<file path="src/verilog/sl28_defines.svh">
// widths, register map, version and sizes of the bmc register file; include wherever they are used.
`ifndef SL28_DEFINES_SVH
`define SL28_DEFINES_SVH

// bus and register widths.
`define SL28_ADDR_W 5
`define SL28_DATA_W 8

`define SL28_NUM_GPIO 8
`define SL28_NUM_EVT 4
`define SL28_NUM_IRQ 5 // four board events plus gpio.

`define SL28_CPLD_VERSION 8'h1c

// register map.
`define SL28_ADDR_VERSION 5'h03
`define SL28_ADDR_GPIO_DIR 5'h10
`define SL28_ADDR_GPIO_OUT 5'h11
`define SL28_ADDR_GPIO_IN 5'h12
`define SL28_ADDR_GPIO_IE 5'h13
`define SL28_ADDR_GPIO_IP 5'h14
`define SL28_ADDR_GPI 5'h1b
`define SL28_ADDR_INTC_IE 5'h1c
`define SL28_ADDR_INTC_IP 5'h1d

`endif

</file>
<file path="src/verilog/sl28_pkg.sv">
// bus, register access and board event types shared by the bmc rtl and its testbench.
`include "sl28_defines.svh"

package sl28_pkg;

	// master to slave half of the wishbone bus.
	typedef struct packed {
		logic cyc;
		logic stb;
		logic we;
		logic [`SL28_ADDR_W-1:0] adr;
		logic [`SL28_DATA_W-1:0] dat;
	} wb_req_t;

	typedef struct packed {
		logic ack;
		logic [`SL28_DATA_W-1:0] dat;
	} wb_rsp_t;

	// one register access, strobes last a single cycle.
	typedef struct packed {
		logic wr;
		logic rd;
		logic [`SL28_ADDR_W-1:0] adr;
		logic [`SL28_DATA_W-1:0] wdata;
	} csr_req_t;

	typedef struct packed {
		logic pwr_btn_edge; // either edge.
		logic sleep_fall;
		logic rtc_fall;
		logic smb_alert_fall;
	} board_evt_t;

endpackage

</file>
<file path="src/verilog/sl28_cpld_top.sv">
// top level of the bmc register side; connects the wishbone slave to the gpio, event and intc blocks.
`timescale 1ns/1ps
`include "sl28_defines.svh"

module sl28_cpld_top (
	input logic clk,
	input logic rst,
	input sl28_pkg::wb_req_t wb_req,
	output sl28_pkg::wb_rsp_t wb_rsp,
	input logic [`SL28_NUM_GPIO-1:0] gpio_in,
	output logic [`SL28_NUM_GPIO-1:0] gpio_out,
	output logic [`SL28_NUM_GPIO-1:0] gpio_oe,
	input logic pwr_btn_n,
	input logic sleep_n,
	input logic rtc_int_n,
	input logic smb_alert_n,
	output logic irq
);
	import sl28_pkg::*;

	csr_req_t csr;
	board_evt_t evt;
	logic gpio_irq;
	logic [`SL28_DATA_W-1:0] gpio_rdata;
	logic [`SL28_DATA_W-1:0] evt_rdata;
	logic [`SL28_DATA_W-1:0] intc_rdata;

	sl28_wb_csr sl28_wb_csr_i (
		.clk(clk),
		.rst(rst),
		.wb_req(wb_req),
		.wb_rsp(wb_rsp),
		.csr(csr),
		.gpio_rdata(gpio_rdata),
		.evt_rdata(evt_rdata),
		.intc_rdata(intc_rdata)
	);

	sl28_gpio_bank sl28_gpio_bank_i (
		.clk(clk),
		.rst(rst),
		.csr(csr),
		.rdata(gpio_rdata),
		.gpio_in(gpio_in),
		.gpio_out(gpio_out),
		.gpio_oe(gpio_oe),
		.gpio_irq(gpio_irq)
	);

	sl28_event_inputs sl28_event_inputs_i (
		.clk(clk),
		.rst(rst),
		.csr(csr),
		.rdata(evt_rdata),
		.pwr_btn_n(pwr_btn_n),
		.sleep_n(sleep_n),
		.rtc_int_n(rtc_int_n),
		.smb_alert_n(smb_alert_n),
		.evt(evt)
	);

	sl28_intc sl28_intc_i (
		.clk(clk),
		.rst(rst),
		.csr(csr),
		.rdata(intc_rdata),
		.evt(evt),
		.gpio_irq(gpio_irq),
		.irq(irq)
	);

endmodule

</file>
<file path="src/verilog/sl28_event_inputs.sv">
// board event inputs of the bmc; synchronizes the four signals, detects edges, serves the gpi register.
`timescale 1ns/1ps
`include "sl28_defines.svh"

module sl28_event_inputs (
	input logic clk,
	input logic rst,
	input sl28_pkg::csr_req_t csr,
	output logic [`SL28_DATA_W-1:0] rdata,
	input logic pwr_btn_n,
	input logic sleep_n,
	input logic rtc_int_n,
	input logic smb_alert_n,
	output sl28_pkg::board_evt_t evt
);
	logic [`SL28_NUM_EVT-1:0] pins;
	logic [`SL28_NUM_EVT-1:0] sync1;
	logic [`SL28_NUM_EVT-1:0] sync2;
	logic [`SL28_NUM_EVT-1:0] lvl_q;
	logic gpi_sel;

	// gpi bit order, high to low.
	assign pins = {smb_alert_n, rtc_int_n, sleep_n, pwr_btn_n};

	always_ff @(posedge clk) begin
		sync1 <= pins;
		sync2 <= sync1;
		lvl_q <= sync2; // last level, for the edge detect.
	end

	// one cycle pulses, all signals active low.
	always_comb begin
		evt.pwr_btn_edge = sync2[0] ^ lvl_q[0];
		evt.sleep_fall = lvl_q[1] & ~sync2[1];
		evt.rtc_fall = lvl_q[2] & ~sync2[2];
		evt.smb_alert_fall = lvl_q[3] & ~sync2[3];
	end

	// rst only holds the read path quiet.
	assign gpi_sel = csr.rd && !rst && csr.adr == `SL28_ADDR_GPI;

	always_comb begin
		rdata = '0;
		if (gpi_sel) begin
			rdata[`SL28_NUM_EVT-1:0] = lvl_q;
		end
	end

endmodule

</file>
<file path="src/verilog/sl28_gpio_bank.sv">
// gpio bank of the bmc; direction, output and input-change interrupt registers for eight pins.
`timescale 1ns/1ps
`include "sl28_defines.svh"

module sl28_gpio_bank (
	input logic clk,
	input logic rst,
	input sl28_pkg::csr_req_t csr,
	output logic [`SL28_DATA_W-1:0] rdata,
	input logic [`SL28_NUM_GPIO-1:0] gpio_in,
	output logic [`SL28_NUM_GPIO-1:0] gpio_out,
	output logic [`SL28_NUM_GPIO-1:0] gpio_oe,
	output logic gpio_irq
);
	logic [`SL28_NUM_GPIO-1:0] dir_q;
	logic [`SL28_NUM_GPIO-1:0] out_q;
	logic [`SL28_NUM_GPIO-1:0] ie_q;
	logic [`SL28_NUM_GPIO-1:0] ip_q;
	logic [`SL28_NUM_GPIO-1:0] sync1;
	logic [`SL28_NUM_GPIO-1:0] sync2;
	logic [`SL28_NUM_GPIO-1:0] in_q;
	logic [`SL28_NUM_GPIO-1:0] chg;
	logic [`SL28_NUM_GPIO-1:0] ip_clr;

	// two stage synchronizer, then the edge flop.
	always_ff @(posedge clk) begin
		sync1 <= gpio_in;
		sync2 <= sync1;
		in_q <= sync2;
	end

	assign chg = sync2 ^ in_q;

	always_ff @(posedge clk) begin
		if (rst) begin
			dir_q <= '0;
			out_q <= '0;
			ie_q <= '0;
		end else if (csr.wr) begin
			case (csr.adr)
				`SL28_ADDR_GPIO_DIR: dir_q <= csr.wdata;
				`SL28_ADDR_GPIO_OUT: out_q <= csr.wdata;
				`SL28_ADDR_GPIO_IE: ie_q <= csr.wdata;
				default: begin
				end
			endcase
		end
	end

	// write one to clear.
	assign ip_clr = (csr.wr && csr.adr == `SL28_ADDR_GPIO_IP) ? csr.wdata : '0;

	always_ff @(posedge clk) begin
		if (rst) begin
			ip_q <= '0;
		end else begin
			ip_q <= (ip_q & ~ip_clr) | chg; // a new change wins over the clear.
		end
	end

	always_comb begin
		rdata = '0;
		if (csr.rd) begin
			case (csr.adr)
				`SL28_ADDR_GPIO_DIR: rdata = dir_q;
				`SL28_ADDR_GPIO_OUT: rdata = out_q;
				`SL28_ADDR_GPIO_IN: rdata = in_q;
				`SL28_ADDR_GPIO_IE: rdata = ie_q;
				`SL28_ADDR_GPIO_IP: rdata = ip_q;
				default: rdata = '0;
			endcase
		end
	end

	assign gpio_out = out_q;
	assign gpio_oe = dir_q;
	assign gpio_irq = |(ip_q & ie_q); // level, registered in the intc.

endmodule

</file>
<file path="src/verilog/sl28_intc.sv">
// interrupt controller of the bmc; latches board events, masks them, and drives the irq line.
`timescale 1ns/1ps
`include "sl28_defines.svh"

module sl28_intc (
	input logic clk,
	input logic rst,
	input sl28_pkg::csr_req_t csr,
	output logic [`SL28_DATA_W-1:0] rdata,
	input sl28_pkg::board_evt_t evt,
	input logic gpio_irq,
	output logic irq
);
	logic [`SL28_NUM_IRQ-1:0] ie_q;
	logic [`SL28_NUM_EVT-1:0] ip_q;
	logic [`SL28_NUM_EVT-1:0] evt_set;
	logic [`SL28_NUM_EVT-1:0] ip_clr;
	logic [`SL28_NUM_IRQ-1:0] src;

	// same order as the gpi register.
	assign evt_set = {evt.smb_alert_fall, evt.rtc_fall, evt.sleep_fall, evt.pwr_btn_edge};

	// gpio level sits on top, read only.
	assign src = {gpio_irq, ip_q};

	assign ip_clr = (csr.wr && csr.adr == `SL28_ADDR_INTC_IP) ?
		csr.wdata[`SL28_NUM_EVT-1:0] : '0;

	always_ff @(posedge clk) begin
		if (rst) begin
			ie_q <= '0;
		end else if (csr.wr && csr.adr == `SL28_ADDR_INTC_IE) begin
			ie_q <= csr.wdata[`SL28_NUM_IRQ-1:0];
		end
	end

	always_ff @(posedge clk) begin
		if (rst) begin
			ip_q <= '0;
		end else begin
			ip_q <= (ip_q & ~ip_clr) | evt_set; // set regardless of enable.
		end
	end

	always_ff @(posedge clk) begin
		if (rst) begin
			irq <= 1'b0;
		end else begin
			irq <= |(src & ie_q);
		end
	end

	always_comb begin
		rdata = '0;
		if (csr.rd) begin
			case (csr.adr)
				`SL28_ADDR_INTC_IE: rdata[`SL28_NUM_IRQ-1:0] = ie_q;
				`SL28_ADDR_INTC_IP: rdata[`SL28_NUM_IRQ-1:0] = src;
				default: rdata = '0;
			endcase
		end
	end

endmodule

</file>
<file path="src/verilog/sl28_wb_csr.sv">
// wishbone classic slave of the bmc; turns bus cycles into register strobes and returns read data.
`timescale 1ns/1ps
`include "sl28_defines.svh"

module sl28_wb_csr (
	input logic clk,
	input logic rst,
	input sl28_pkg::wb_req_t wb_req,
	output sl28_pkg::wb_rsp_t wb_rsp,
	output sl28_pkg::csr_req_t csr,
	input logic [`SL28_DATA_W-1:0] gpio_rdata,
	input logic [`SL28_DATA_W-1:0] evt_rdata,
	input logic [`SL28_DATA_W-1:0] intc_rdata
);
	logic ack;
	logic access;
	logic [`SL28_DATA_W-1:0] version_rdata;
	logic [`SL28_DATA_W-1:0] rdata;
	logic [`SL28_DATA_W-1:0] rdata_q;

	assign access = wb_req.cyc & wb_req.stb & ~ack; // not yet acked.

	// strobes line up with the edge that raises ack.
	always_comb begin
		csr.wr = access & wb_req.we;
		csr.rd = access & ~wb_req.we;
		csr.adr = wb_req.adr;
		csr.wdata = wb_req.dat;
	end

	// version is read only, writes fall through.
	assign version_rdata = (csr.rd && csr.adr == `SL28_ADDR_VERSION) ?
		`SL28_CPLD_VERSION : '0;

	// blocks drive zero unless they own the address.
	assign rdata = version_rdata | gpio_rdata | evt_rdata | intc_rdata;

	always_ff @(posedge clk) begin
		if (rst) begin
			ack <= 1'b0;
		end else begin
			ack <= access;
		end
	end

	always_ff @(posedge clk) begin
		if (access) begin
			rdata_q <= rdata; // valid while ack is high.
		end
	end

	always_comb begin
		wb_rsp.ack = ack;
		wb_rsp.dat = rdata_q;
	end

endmodule
</file>
<file path="config.mk">
export PLATFORM = sky130hd
export DESIGN_NAME = sl28_cpld_top
export DESIGN_NICKNAME = d
export VERILOG_FILES = /design/src/verilog/sl28_pkg.sv /design/src/verilog/sl28_cpld_top.sv /design/src/verilog/sl28_event_inputs.sv /design/src/verilog/sl28_gpio_bank.sv /design/src/verilog/sl28_intc.sv /design/src/verilog/sl28_wb_csr.sv
export VERILOG_INCLUDE_DIRS = /design/src /design/src/verilog
export SDC_FILE = /design/constraint.sdc
export NUM_CORES = 1
export LEC_CHECK = 0
export BUFFER_PORTS_ARGS = -buffer_cell sky130_fd_sc_hd__buf_4
export CAP_MARGIN = 20
export CORE_ASPECT_RATIO = 0.7
export CORE_UTILIZATION = 45
export DETAILED_ROUTE_END_ITERATION = 12
export PLACE_DENSITY = 0.81
export SYNTH_ARGS = -nofsm -noshare
export SYNTH_HDL_FRONTEND = slang
export SYNTH_SLANG_ARGS = --single-unit
</file>
<file path="constraint.sdc">
create_clock -name clk -period 1.7 [get_ports clk]
set_input_delay 0.34 -clock clk [delete_from_list [all_inputs] [get_ports clk]]
set_output_delay 0.34 -clock clk [all_outputs]
set_load 0.02 [all_outputs]
</file>
=== Word-level counts from Yosys, hierarchy flattened ===
Index checks and enable logic that the tools add are counted.

* Equal/unequal tests: 9
* Muxes and demuxes: 8
* Bitwise logic cells: 25
* Reduce and logical (&&, ||, !) cells: 12

{| class="wikitable"
|+ Operators with widths
! kind !! number
|-
| $eq 5x5->1 const B || 8
|-
| $pmux 8 s5 || 1
|-
| $or 8x8->8 || 3
|-
| $and 8x8->8 || 2
|-
| $mux 8 || 2
|-
| $mux 5 || 2
|-
| $pmux 5 s2 || 1
|-
| $mux 4 || 2
|-
| $not 8->8 || 1
|-
| $or 8x4->8 || 1
|-
| $reduce_or 8->1 || 1
|-
| $xor 8x8->8 || 1
|-
| $and 1x1->1 || 7
|-
| $logic_and 1x1->1 || 6
|-
| $reduce_and 2->1 || 3
|-
| $and 5x5->5 || 1
|-
| $eq 5x2->1 const B || 1
|-
| $not 1->1 || 5
|-
| $reduce_or 5->1 || 1
|-
| $and 4x4->4 || 1
|-
| $not 4->4 || 1
|-
| $or 4x4->4 || 1
|-
| $logic_not 1->1 || 1
|-
| $xor 1x1->1 || 1
|}

* Bits in registers: 87
* Input port bits: 30
* Word-level logic and storage cells: 69

=== Logic depth before layout (Yosys ltp) ===
Gate-level depths: netlist of the first run.

* Depth after elaboration: 8
* Depth in mapped cells: 6
* Gate-level depth less buffers: 4

=== By module ===
Synthesis of the first run repeated with hierarchy kept, for this count alone.

* Cells, all modules: 380
* Area, all modules: 3676.0 um^2

{| class="wikitable"
|+ Modules (own cells, without submodules)
! module !! times used !! cells each !! area each (um^2)
|-
| sl28_gpio_bank || 1 || 242 || 2294.7
|-
| sl28_intc || 1 || 66 || 546.8
|-
| sl28_wb_csr || 1 || 41 || 467.9
|-
| sl28_event_inputs || 1 || 31 || 366.6
|}

=== Worst setup path after synthesis of the first run ===
OpenSTA, ideal clock, no wires.

* Path type: input to register
* Start point: input wb_req[12] in the netlist's numbering
* End point: register sl28_wb_csr_i.rdata_q[0] (data pin)
* Setup time: 154 ps
* Arrival time: 1576 ps
* Path slack: -30 ps
* Stages: 6
* Cells stage by stage: buf_4 or3b_1 buf_6 nor3b_2 a221oi_1 o22ai_1

* Longest elaborated chain between the ends: 6
* Elaborated cells between the ends (all ways): 17

{| class="wikitable"
|+ RTL lines
! what !! line !! text
|-
| from (decl) || sl28_cpld_top.sv:8 || <nowiki>input sl28_pkg::wb_req_t wb_req,</nowiki>
|-
| $eq 5x5->1 || sl28_gpio_bank.sv:64 || <nowiki>case (csr.adr)</nowiki>
|-
| $pmux 8 s5 || sl28_gpio_bank.sv:64 ||
|-
| $mux 8 || sl28_gpio_bank.sv:63 || <nowiki>if (csr.rd) begin</nowiki>
|-
| $or 8x8->8 || sl28_wb_csr.sv:36 || <nowiki>assign rdata = version_rdata | gpio_rdata | evt_rdata | intc_rdata;</nowiki>
|-
| $or 8x4->8 || sl28_wb_csr.sv:36 ||
|-
| $or 8x8->8 * || sl28_wb_csr.sv:36 ||
|-
| named net sl28_wb_csr_i.rdata[0] || sl28_wb_csr.sv:18 || <nowiki>logic [`SL28_DATA_W-1:0] rdata;</nowiki>
|-
| to (signal assigned) || sl28_wb_csr.sv:48 || <nowiki>rdata_q <= rdata;</nowiki>
|-
| to (decl) || sl28_wb_csr.sv:19 || <nowiki>logic [`SL28_DATA_W-1:0] rdata_q;</nowiki>
|}

Mark *: on every way through the listed nets, which the timed path passes. The rest lies on a longest branch.
A chain may end at the register's enable or synchronous reset.

=== Worst setup path after layout of the first run ===
* Start point: input wb_req[8] in the netlist's numbering
* End point: register sl28_wb_csr_i.rdata_q[2] (data pin)

* Longest elaborated chain between the ends: 6
* Elaborated cells between the ends (all ways): 20

{| class="wikitable"
|+ RTL lines
! what !! line
|-
| $eq 5x5->1 or $eq 5x2->1 (tied branches) || --
|-
| $pmux 8 s5 or $logic_and 1x1->1 (tied branches) || --
|-
| $mux 8 or $mux 5 (tied branches) || sl28_gpio_bank.sv:63, sl28_wb_csr.sv:32
|-
| $or 8x8->8 || sl28_wb_csr.sv:36
|-
| $or 8x4->8 || sl28_wb_csr.sv:36
|-
| $or 8x8->8 * || sl28_wb_csr.sv:36
|-
| named net sl28_wb_csr_i.rdata[2] || sl28_wb_csr.sv:18
|}

Marks and branches as above.

==> flow_metrics.tcl, run 1 <==
set metrics [dict create \
    die_w_um 103.9 \
    dpl.hpwl_um 6172 \
    synth_area_sq_um 3268 \
    cp.required_ns 1.86 \
    wire_per_inst_um 17.36 \
    setup_viol 0 \
    synthAdderAreaFrac_pct 0 \
    clock_latency_ns 0.37 \
    via_count 2637 \
    start_util_pct 47.49 \
    dpl-instance-area_sq_um 4021 \
    max_cap_violations 0 \
    fillers 598 \
    synth_xor_area_share_pct 2.412 \
    finalNetCount 416 \
    p_leak_nw 1.700 \
    cts_max_level 3 \
    cts_setup_buffers 0 \
    powerDensity_nw_per_um2 913.9 \
    hp-class "primary input to flip-flop" \
    syn2layout_area_growth_pct 29.02 \
    synthCells 298 \
    first_global_vias 2533 \
    cts.sinks 87 \
    first_pass_iters 5 \
    dp_slack_ns -0.2164 \
    fin_skew_ns 0.01036 \
    finalHoldViolCount 0 \
    worstSetupStartpointType "primary input" \
    path_max_fanout 13 \
    synth_flop_cell "dfxtp_1" \
    tightest_slew_ns 0.6117 \
    worst_slack_ns 0.03231 \
    rsz0062_at_grt "no" \
    synthMuxAreaShare_pct 9.954 \
    final_antenna_net_count 0 \
    synth-async-reset-ratio_pct 0 \
    numPortBuffers 55 \
    grt_pass1_wl_um 13130 \
    finalMaxSlewViolations 0 \
    cts_tree "built" \
    ir_drop_mv 0.6928 \
    syn-num-nets 328 \
    worstPathArrival_ns 1.83 \
    design_area_sq_um 4217 \
    synth_compound_gate_area_share_pct 12.33 \
    whs_ns 0.06730 \
    slew_headroom_pct 58.84 \
    cts_made_buffers 9 \
    cts_hold_buffers 0 \
    grt-ovfl-total 0 \
    die_area_sq_um 7613 \
    power.total_mw 3.854 \
    cp-end-kind "flip-flop" \
    max_freq_mhz 599.6 \
    clock-root-buffer "clkbuf_8" \
    clkTransAtPathRegs_ns 0.08 \
    antenna_found_initial 0 \
    drc 0 \
    grt_usage_pct 23.45 \
    period_needed_ns 1.668 \
    avgSynthCellArea_sq_um 10.97 \
    gp_congestion 0.8601 \
    grt_start_max_net_pins 44 \
    io_pins 56 \
    core_sq_um 6882 \
    stdcell_count 484 \
    ys_seq_area_share_pct 55.74 \
    clockBufferDepth 2 \
    status "complete, no violations" \
    synth_top_family_by_area "simple AND/OR/NAND/NOR gates" \
    dpl.cell_count 469 \
    wl_um 8400 \
    finalCritPeriodShare_pct 98.10 \
    synth_edf_count 8 \
    criticalPathCategory "primary input to flip-flop" \
    post_cts_resized 0 \
    synth_seq_cells 87 \
    synth-simple-area-share_pct 17.19 \
    die_height_um 73.30 \
    insertedDiodeCount 0 \
    viasPerCell 5.448 \
    layout-drive-gt1-share_pct 31.79 \
    yosysUniqueCellTypes 44 \
    yosysWarnings 0 \
    rows 25 \
    drt_iter0_markers 167 \
]
cells by family after synthesis:
kind of cell / count (synthesis)
XOR/XNOR: 9
flip-flops: 87
buffers and inverters: 16
multiplexers: 32
AND/OR/NAND/NOR: 98
AO/OA/AOI/OAI: 56
through the flow:
stage                     TNS [ns]  util, %
after floorplan            -0.1091        -
after global placement      -2.945    58.44
after detailed placement    -3.563    58.44
after CTS                        0    61.18
after global routing             0    61.27
final                            0    61.27
where the power goes:
part           switching [mW]  leakage, nW  internal (mW)
Sequential             0.0476        0.734           2.14
Clock                   0.710       0.0994          0.651
Combinational           0.156        0.867          0.144
Total                   0.914         1.70           2.94
registers in the layout, indices dropped and copies added (netlist names):
signal and flops:
sl28_gpio_bank_i.sync2 8, sl28_event_inputs_i.sync2 4, sl28_gpio_bank_i.gpio_oe 8, sl28_gpio_bank_i.gpio_out 8, sl28_intc_i.irq 1, sl28_wb_csr_i.rdata_q 8
sl28_gpio_bank_i.ie_q 8, sl28_wb_csr_i.ack 1, sl28_intc_i.ie_q 5, sl28_gpio_bank_i.ip_q 8, sl28_intc_i.ip_q 4, sl28_event_inputs_i.sync1 4
sl28_event_inputs_i.lvl_q 4, sl28_gpio_bank_i.sync1 8, sl28_gpio_bank_i.in_q 8
synth_stat cells, types with 3 or more instances:
master,count,area [sq um]
dfxtp_1,79,1582
nor2_1,40,150.1
mux2i_1,28,280.3
a22oi_1,13,97.59
a21oi_1,12,60.06
nand2_1,10,37.54
nor2b_1,9,56.30
xor2_1,9,78.83
clkbuf_1,8,30.03
edfxtp_1,8,240.2
nand3_1,7,35.03
a211oi_1,5,37.54
a31oi_1,5,31.28
nand4_1,5,31.28
a21boi_0,4,30.03
a221oi_1,4,35.03
mux2_2,4,45.04
nor3b_1,4,30.03
o21ba_2,4,40.04
a222oi_1,3,30.03
nor3_1,3,15.01
nor3_4,3,48.80
o22ai_1,3,18.77
layout make-up:
type                       count  area [sq um]  share of cell area (%)
tap                           94         117.6                   2.789
timing repair buffer          92         703.2                   16.68
clock inverter                 3         23.77                  0.5638
clock buffer                  12         165.2                   3.917
multi-input combinational    195          1381                   32.76
inverter                       1         3.754                 0.08902
sequential                    87          1822                   43.20
worst paths after layout:
check | slack (ns) | cells past startpoint | end | start
setup / recovery | 0.03 | 7 | sl28_wb_csr_i.rdata_q[2]$_DFFE_PN_ | wb_req[8]
setup reg to reg | 0.13 | 4 | sl28_wb_csr_i.rdata_q[4]$_DFFE_PN_ | sl28_wb_csr_i.ack$_SDFF_PP0_
hold reg to reg | 0.33 | 0 | sl28_event_inputs_i.sync2[2]$_DFF_P_ | sl28_event_inputs_i.sync1[2]$_DFF_P_
hold / removal | 0.07 | 1 | sl28_gpio_bank_i.sync1[4]$_DFF_P_ | gpio_in[4]
per-layer routing:
| metal | up-vias | track usage, % | wire length (um) |
|---|---|---|---|
| met5 | - | 0 | 0 |
| met4 | 0 | 9.841 | 115 |
| met3 | 15 | 6.566 | 766 |
| met2 | 103 | 38.67 | 3830 |
| met1 | 1262 | 29.43 | 3688 |
| li1 | 1257 | - | - |
worst max-delay path, stage by stage:
cell and delay [ns]:
buf_4 0.08, buf_4 0.20, nand2_1 0.09, nor4_1 0.53, buf_4 0.23, a22oi_1 0.06
a31oi_1 0.28
placed cells by master, fill, tap and decap left out, drive strengths merged, types with 5 or more instances in the layout:
cell,instances
a211oi,5
a21oi,12
a22oi,13
a31oi,5
buf,92
clkbuf,12
dfxtp,79
edfxtp,8
mux2i,28
nand2,10
nand3,7
nand4,5
nor2,40
nor2b,9
nor3,6
nor3b,6
xor2,9
Note: power is estimated with default switching activity, not from simulation.
==> run 2: changes to the inputs <==
BUFFER_PORTS_ARGS = unset   (was -buffer_cell sky130_fd_sc_hd__buf_4)
CELL_PAD_IN_SITES_DETAIL_PLACEMENT = 1   (was unset)
CELL_PAD_IN_SITES_GLOBAL_PLACEMENT = 1   (was unset)
CORE_ASPECT_RATIO = 1.5   (was 0.7)
CORE_UTILIZATION = 44   (was 45)
DONT_BUFFER_PORTS = 1   (was unset)
PLACE_DENSITY = 0.86   (was 0.81)
==> run 2 against run 1 <==
  * Wire length is 3.2% higher
  * Largest power group unchanged
  * Core utilization is 7.9 points lower
  * Via count decreased by 6.2%
  * Sequential share of layout area grew 4.1 points
  * Die area up 2.2%
  * Final cell count decreased by 9.7%
  * Setup slack improved by 0.032 ns
  * Fmax up 2.0%
  * Total power shrank 4.4%
  * Highest routed layer unchanged
  * Register-to-register slack lost 0.07 ns
  * Sequential power is essentially flat
  * Combinational power fell by 39%
==> flow_metrics.tcl, run 2 (same netlist as run 1, synthesis figures left out) <==
set metrics [dict create \
    pwr-share-clk_pct 35.2 \
    grt_pass1_wl_um 13290 \
    p_sw_mw 0.8314 \
    ir_drop_mv 0.6588 \
    setup_viol 0 \
    worst_slack_ns 0.06442 \
    dp_slack_ns -0.08805 \
    path_buf_inv 1 \
    die_area_sq_um 7783 \
    p_int_mw 2.853 \
    first_global_vias 2551 \
    slowest_delay_ns 0.47 \
    die_w_um 72.37 \
    core_sq_um 7227 \
    via_count 2473 \
    numPortBuffers 0 \
    cts_max_level 3 \
    drc 0 \
    final_antenna_net_count 0 \
    dpl.hpwl_um 6169 \
    period_needed_ns 1.636 \
    grt-ovfl-total 0 \
    grt_start_max_net_pins 45 \
    antenna_found_initial 0 \
    start_util_pct 45.22 \
    p_leak_nw 1.417 \
    powerDensity_nw_per_um2 956.1 \
    layout-drive-gt1-share_pct 16.62 \
    worstSetupStartpointType "flip-flop" \
    clock-root-buffer "clkbuf_8" \
    wl_um 8669 \
    max_freq_mhz 611.4 \
    comb_power_share_pct 5.0 \
    tightest_slew_ns 0.5131 \
    cp.required_ns 1.96 \
    cp_slowest_cell "nor4b_4" \
    slew_headroom_pct 65.65 \
    finalCritPeriodShare_pct 96.21 \
    path_max_fanout 6 \
    layout_commonest_cell "dfxtp_1" \
    fillers 806 \
    finalNetCount 362 \
    clock_latency_ns 0.36 \
    wire_per_inst_um 19.84 \
    post_cts_resized 0 \
    clkTransAtPathRegs_ns 0.08 \
    io_pins 56 \
    status "complete, no violations" \
    insertedDiodeCount 0 \
    cts.sinks 87 \
    clockBufferDepth 2 \
    rows 38 \
    worstPathArrival_ns 1.89 \
    die_height_um 107.6 \
    p_seq_share_pct 59.8 \
    critPathTopFamily "simple AND/OR/NAND/NOR gates" \
    rsz0062_at_grt "no" \
    first_pass_iters 4 \
    viasPerCell 5.659 \
    cts_setup_buffers 0 \
    syn2layout_area_growth_pct 17.92 \
    finalHoldViolCount 0 \
    max_cap_violations 0 \
    cp-end-kind "flip-flop" \
    layout_common_cells "dfxtp_1 (79), nor2_1 (40), mux2i_1 (28)" \
    finalMaxSlewViolations 0 \
    grt_usage_pct 23.59 \
    cts_made_buffers 9 \
    gp_congestion 0.8242 \
    fin_skew_ns 0.009846 \
    whs_ns 0.04401 \
    switching_share_pct 22.56 \
    hp-class "primary input to flip-flop" \
    cts_tree "built" \
    criticalPathCategory "flip-flop to flip-flop" \
    drt_iter0_markers 178 \
    path_cells "nand4b_1 -> buf_4 -> nor4b_4 -> a21boi_0 -> o21ba_2" \
]
## run 2: changes by cell type in the layout (fill, tap and decap cells not counted), sizes merged
cell,before,now
inv,3,2
buf,92,26
dlygate4sd3,0,12
clkinv,1,2
clkbuf,12,13
## run 2: repair_timing
action	4_1_cts	5_1_grt
setup endpoints to repair	0	0
endpoints found under the hold margin	12	0
hold buffers	12	0
## run 2: worst paths after layout
check	slack, ns	start	cells after the start	to
worst max-delay path	0.06	sl28_wb_csr_i.ack$_SDFF_PP0_	5	sl28_gpio_bank_i.ip_q[5]$_SDFF_PP0_
worst min register to register	0.33	sl28_gpio_bank_i.sync1[5]$_DFF_P_	0	sl28_gpio_bank_i.sync2[5]$_DFF_P_
worst max register to register	0.06	sl28_wb_csr_i.ack$_SDFF_PP0_	5	sl28_gpio_bank_i.ip_q[5]$_SDFF_PP0_
worst min-delay path	0.04	rst	1	sl28_gpio_bank_i.gpio_out[5]$_SDFFE_PP0P_
## run 2: cell type report
cell class,count,area (sq um),share of cell area (%)
clock buffer,13,158.9,4.123
sequential,87,1822,47.27
clock inverter,3,16.27,0.4221
inverter,1,3.754,0.09740
multi-input combinational,195,1375,35.68
tap,100,125.1,3.247
timing repair buffer,38,352.8,9.156
## run 2: stage by stage
stage	instance area (sq um)	instances	power [mW]	TNS [ns]	utilization (%)
after floorplan	3282	298	2.384	-0.1091	-
after global placement	3558	409	2.402	-0.2641	49.24
after detailed placement	3558	409	2.413	-0.5041	49.24
after CTS	3854	437	3.720	0	53.32
after global routing	3854	437	3.839	0	53.32
final	3854	437	3.685	0	53.32
## run 2: layer usage
layer,global-route usage (%),wire [um]
met3,7.397,442
met2,38.85,4396
met4,9.664,231
met5,0,0
met1,28.09,3598
## run 2: worst register-to-register path, stage by stage (launching register included)
cell and delay, ns:
dfxtp_1 0.33, nand4b_1 0.16, buf_4 0.18, nor4b_4 0.47, a21boi_0 0.18, o21ba_2 0.22
## run 2: power groups by stage
stage | combinational (mW) | clock, mW | sequential (mW)
2_1_floorplan | 0.152 | 0 | 2.23
3_3_place_gp | 0.153 | 0 | 2.25
3_5_place_dp | 0.160 | 0 | 2.25
4_1_cts | 0.184 | 1.33 | 2.20
5_1_grt | 0.198 | 1.43 | 2.21
6_report | 0.184 | 1.30 | 2.20
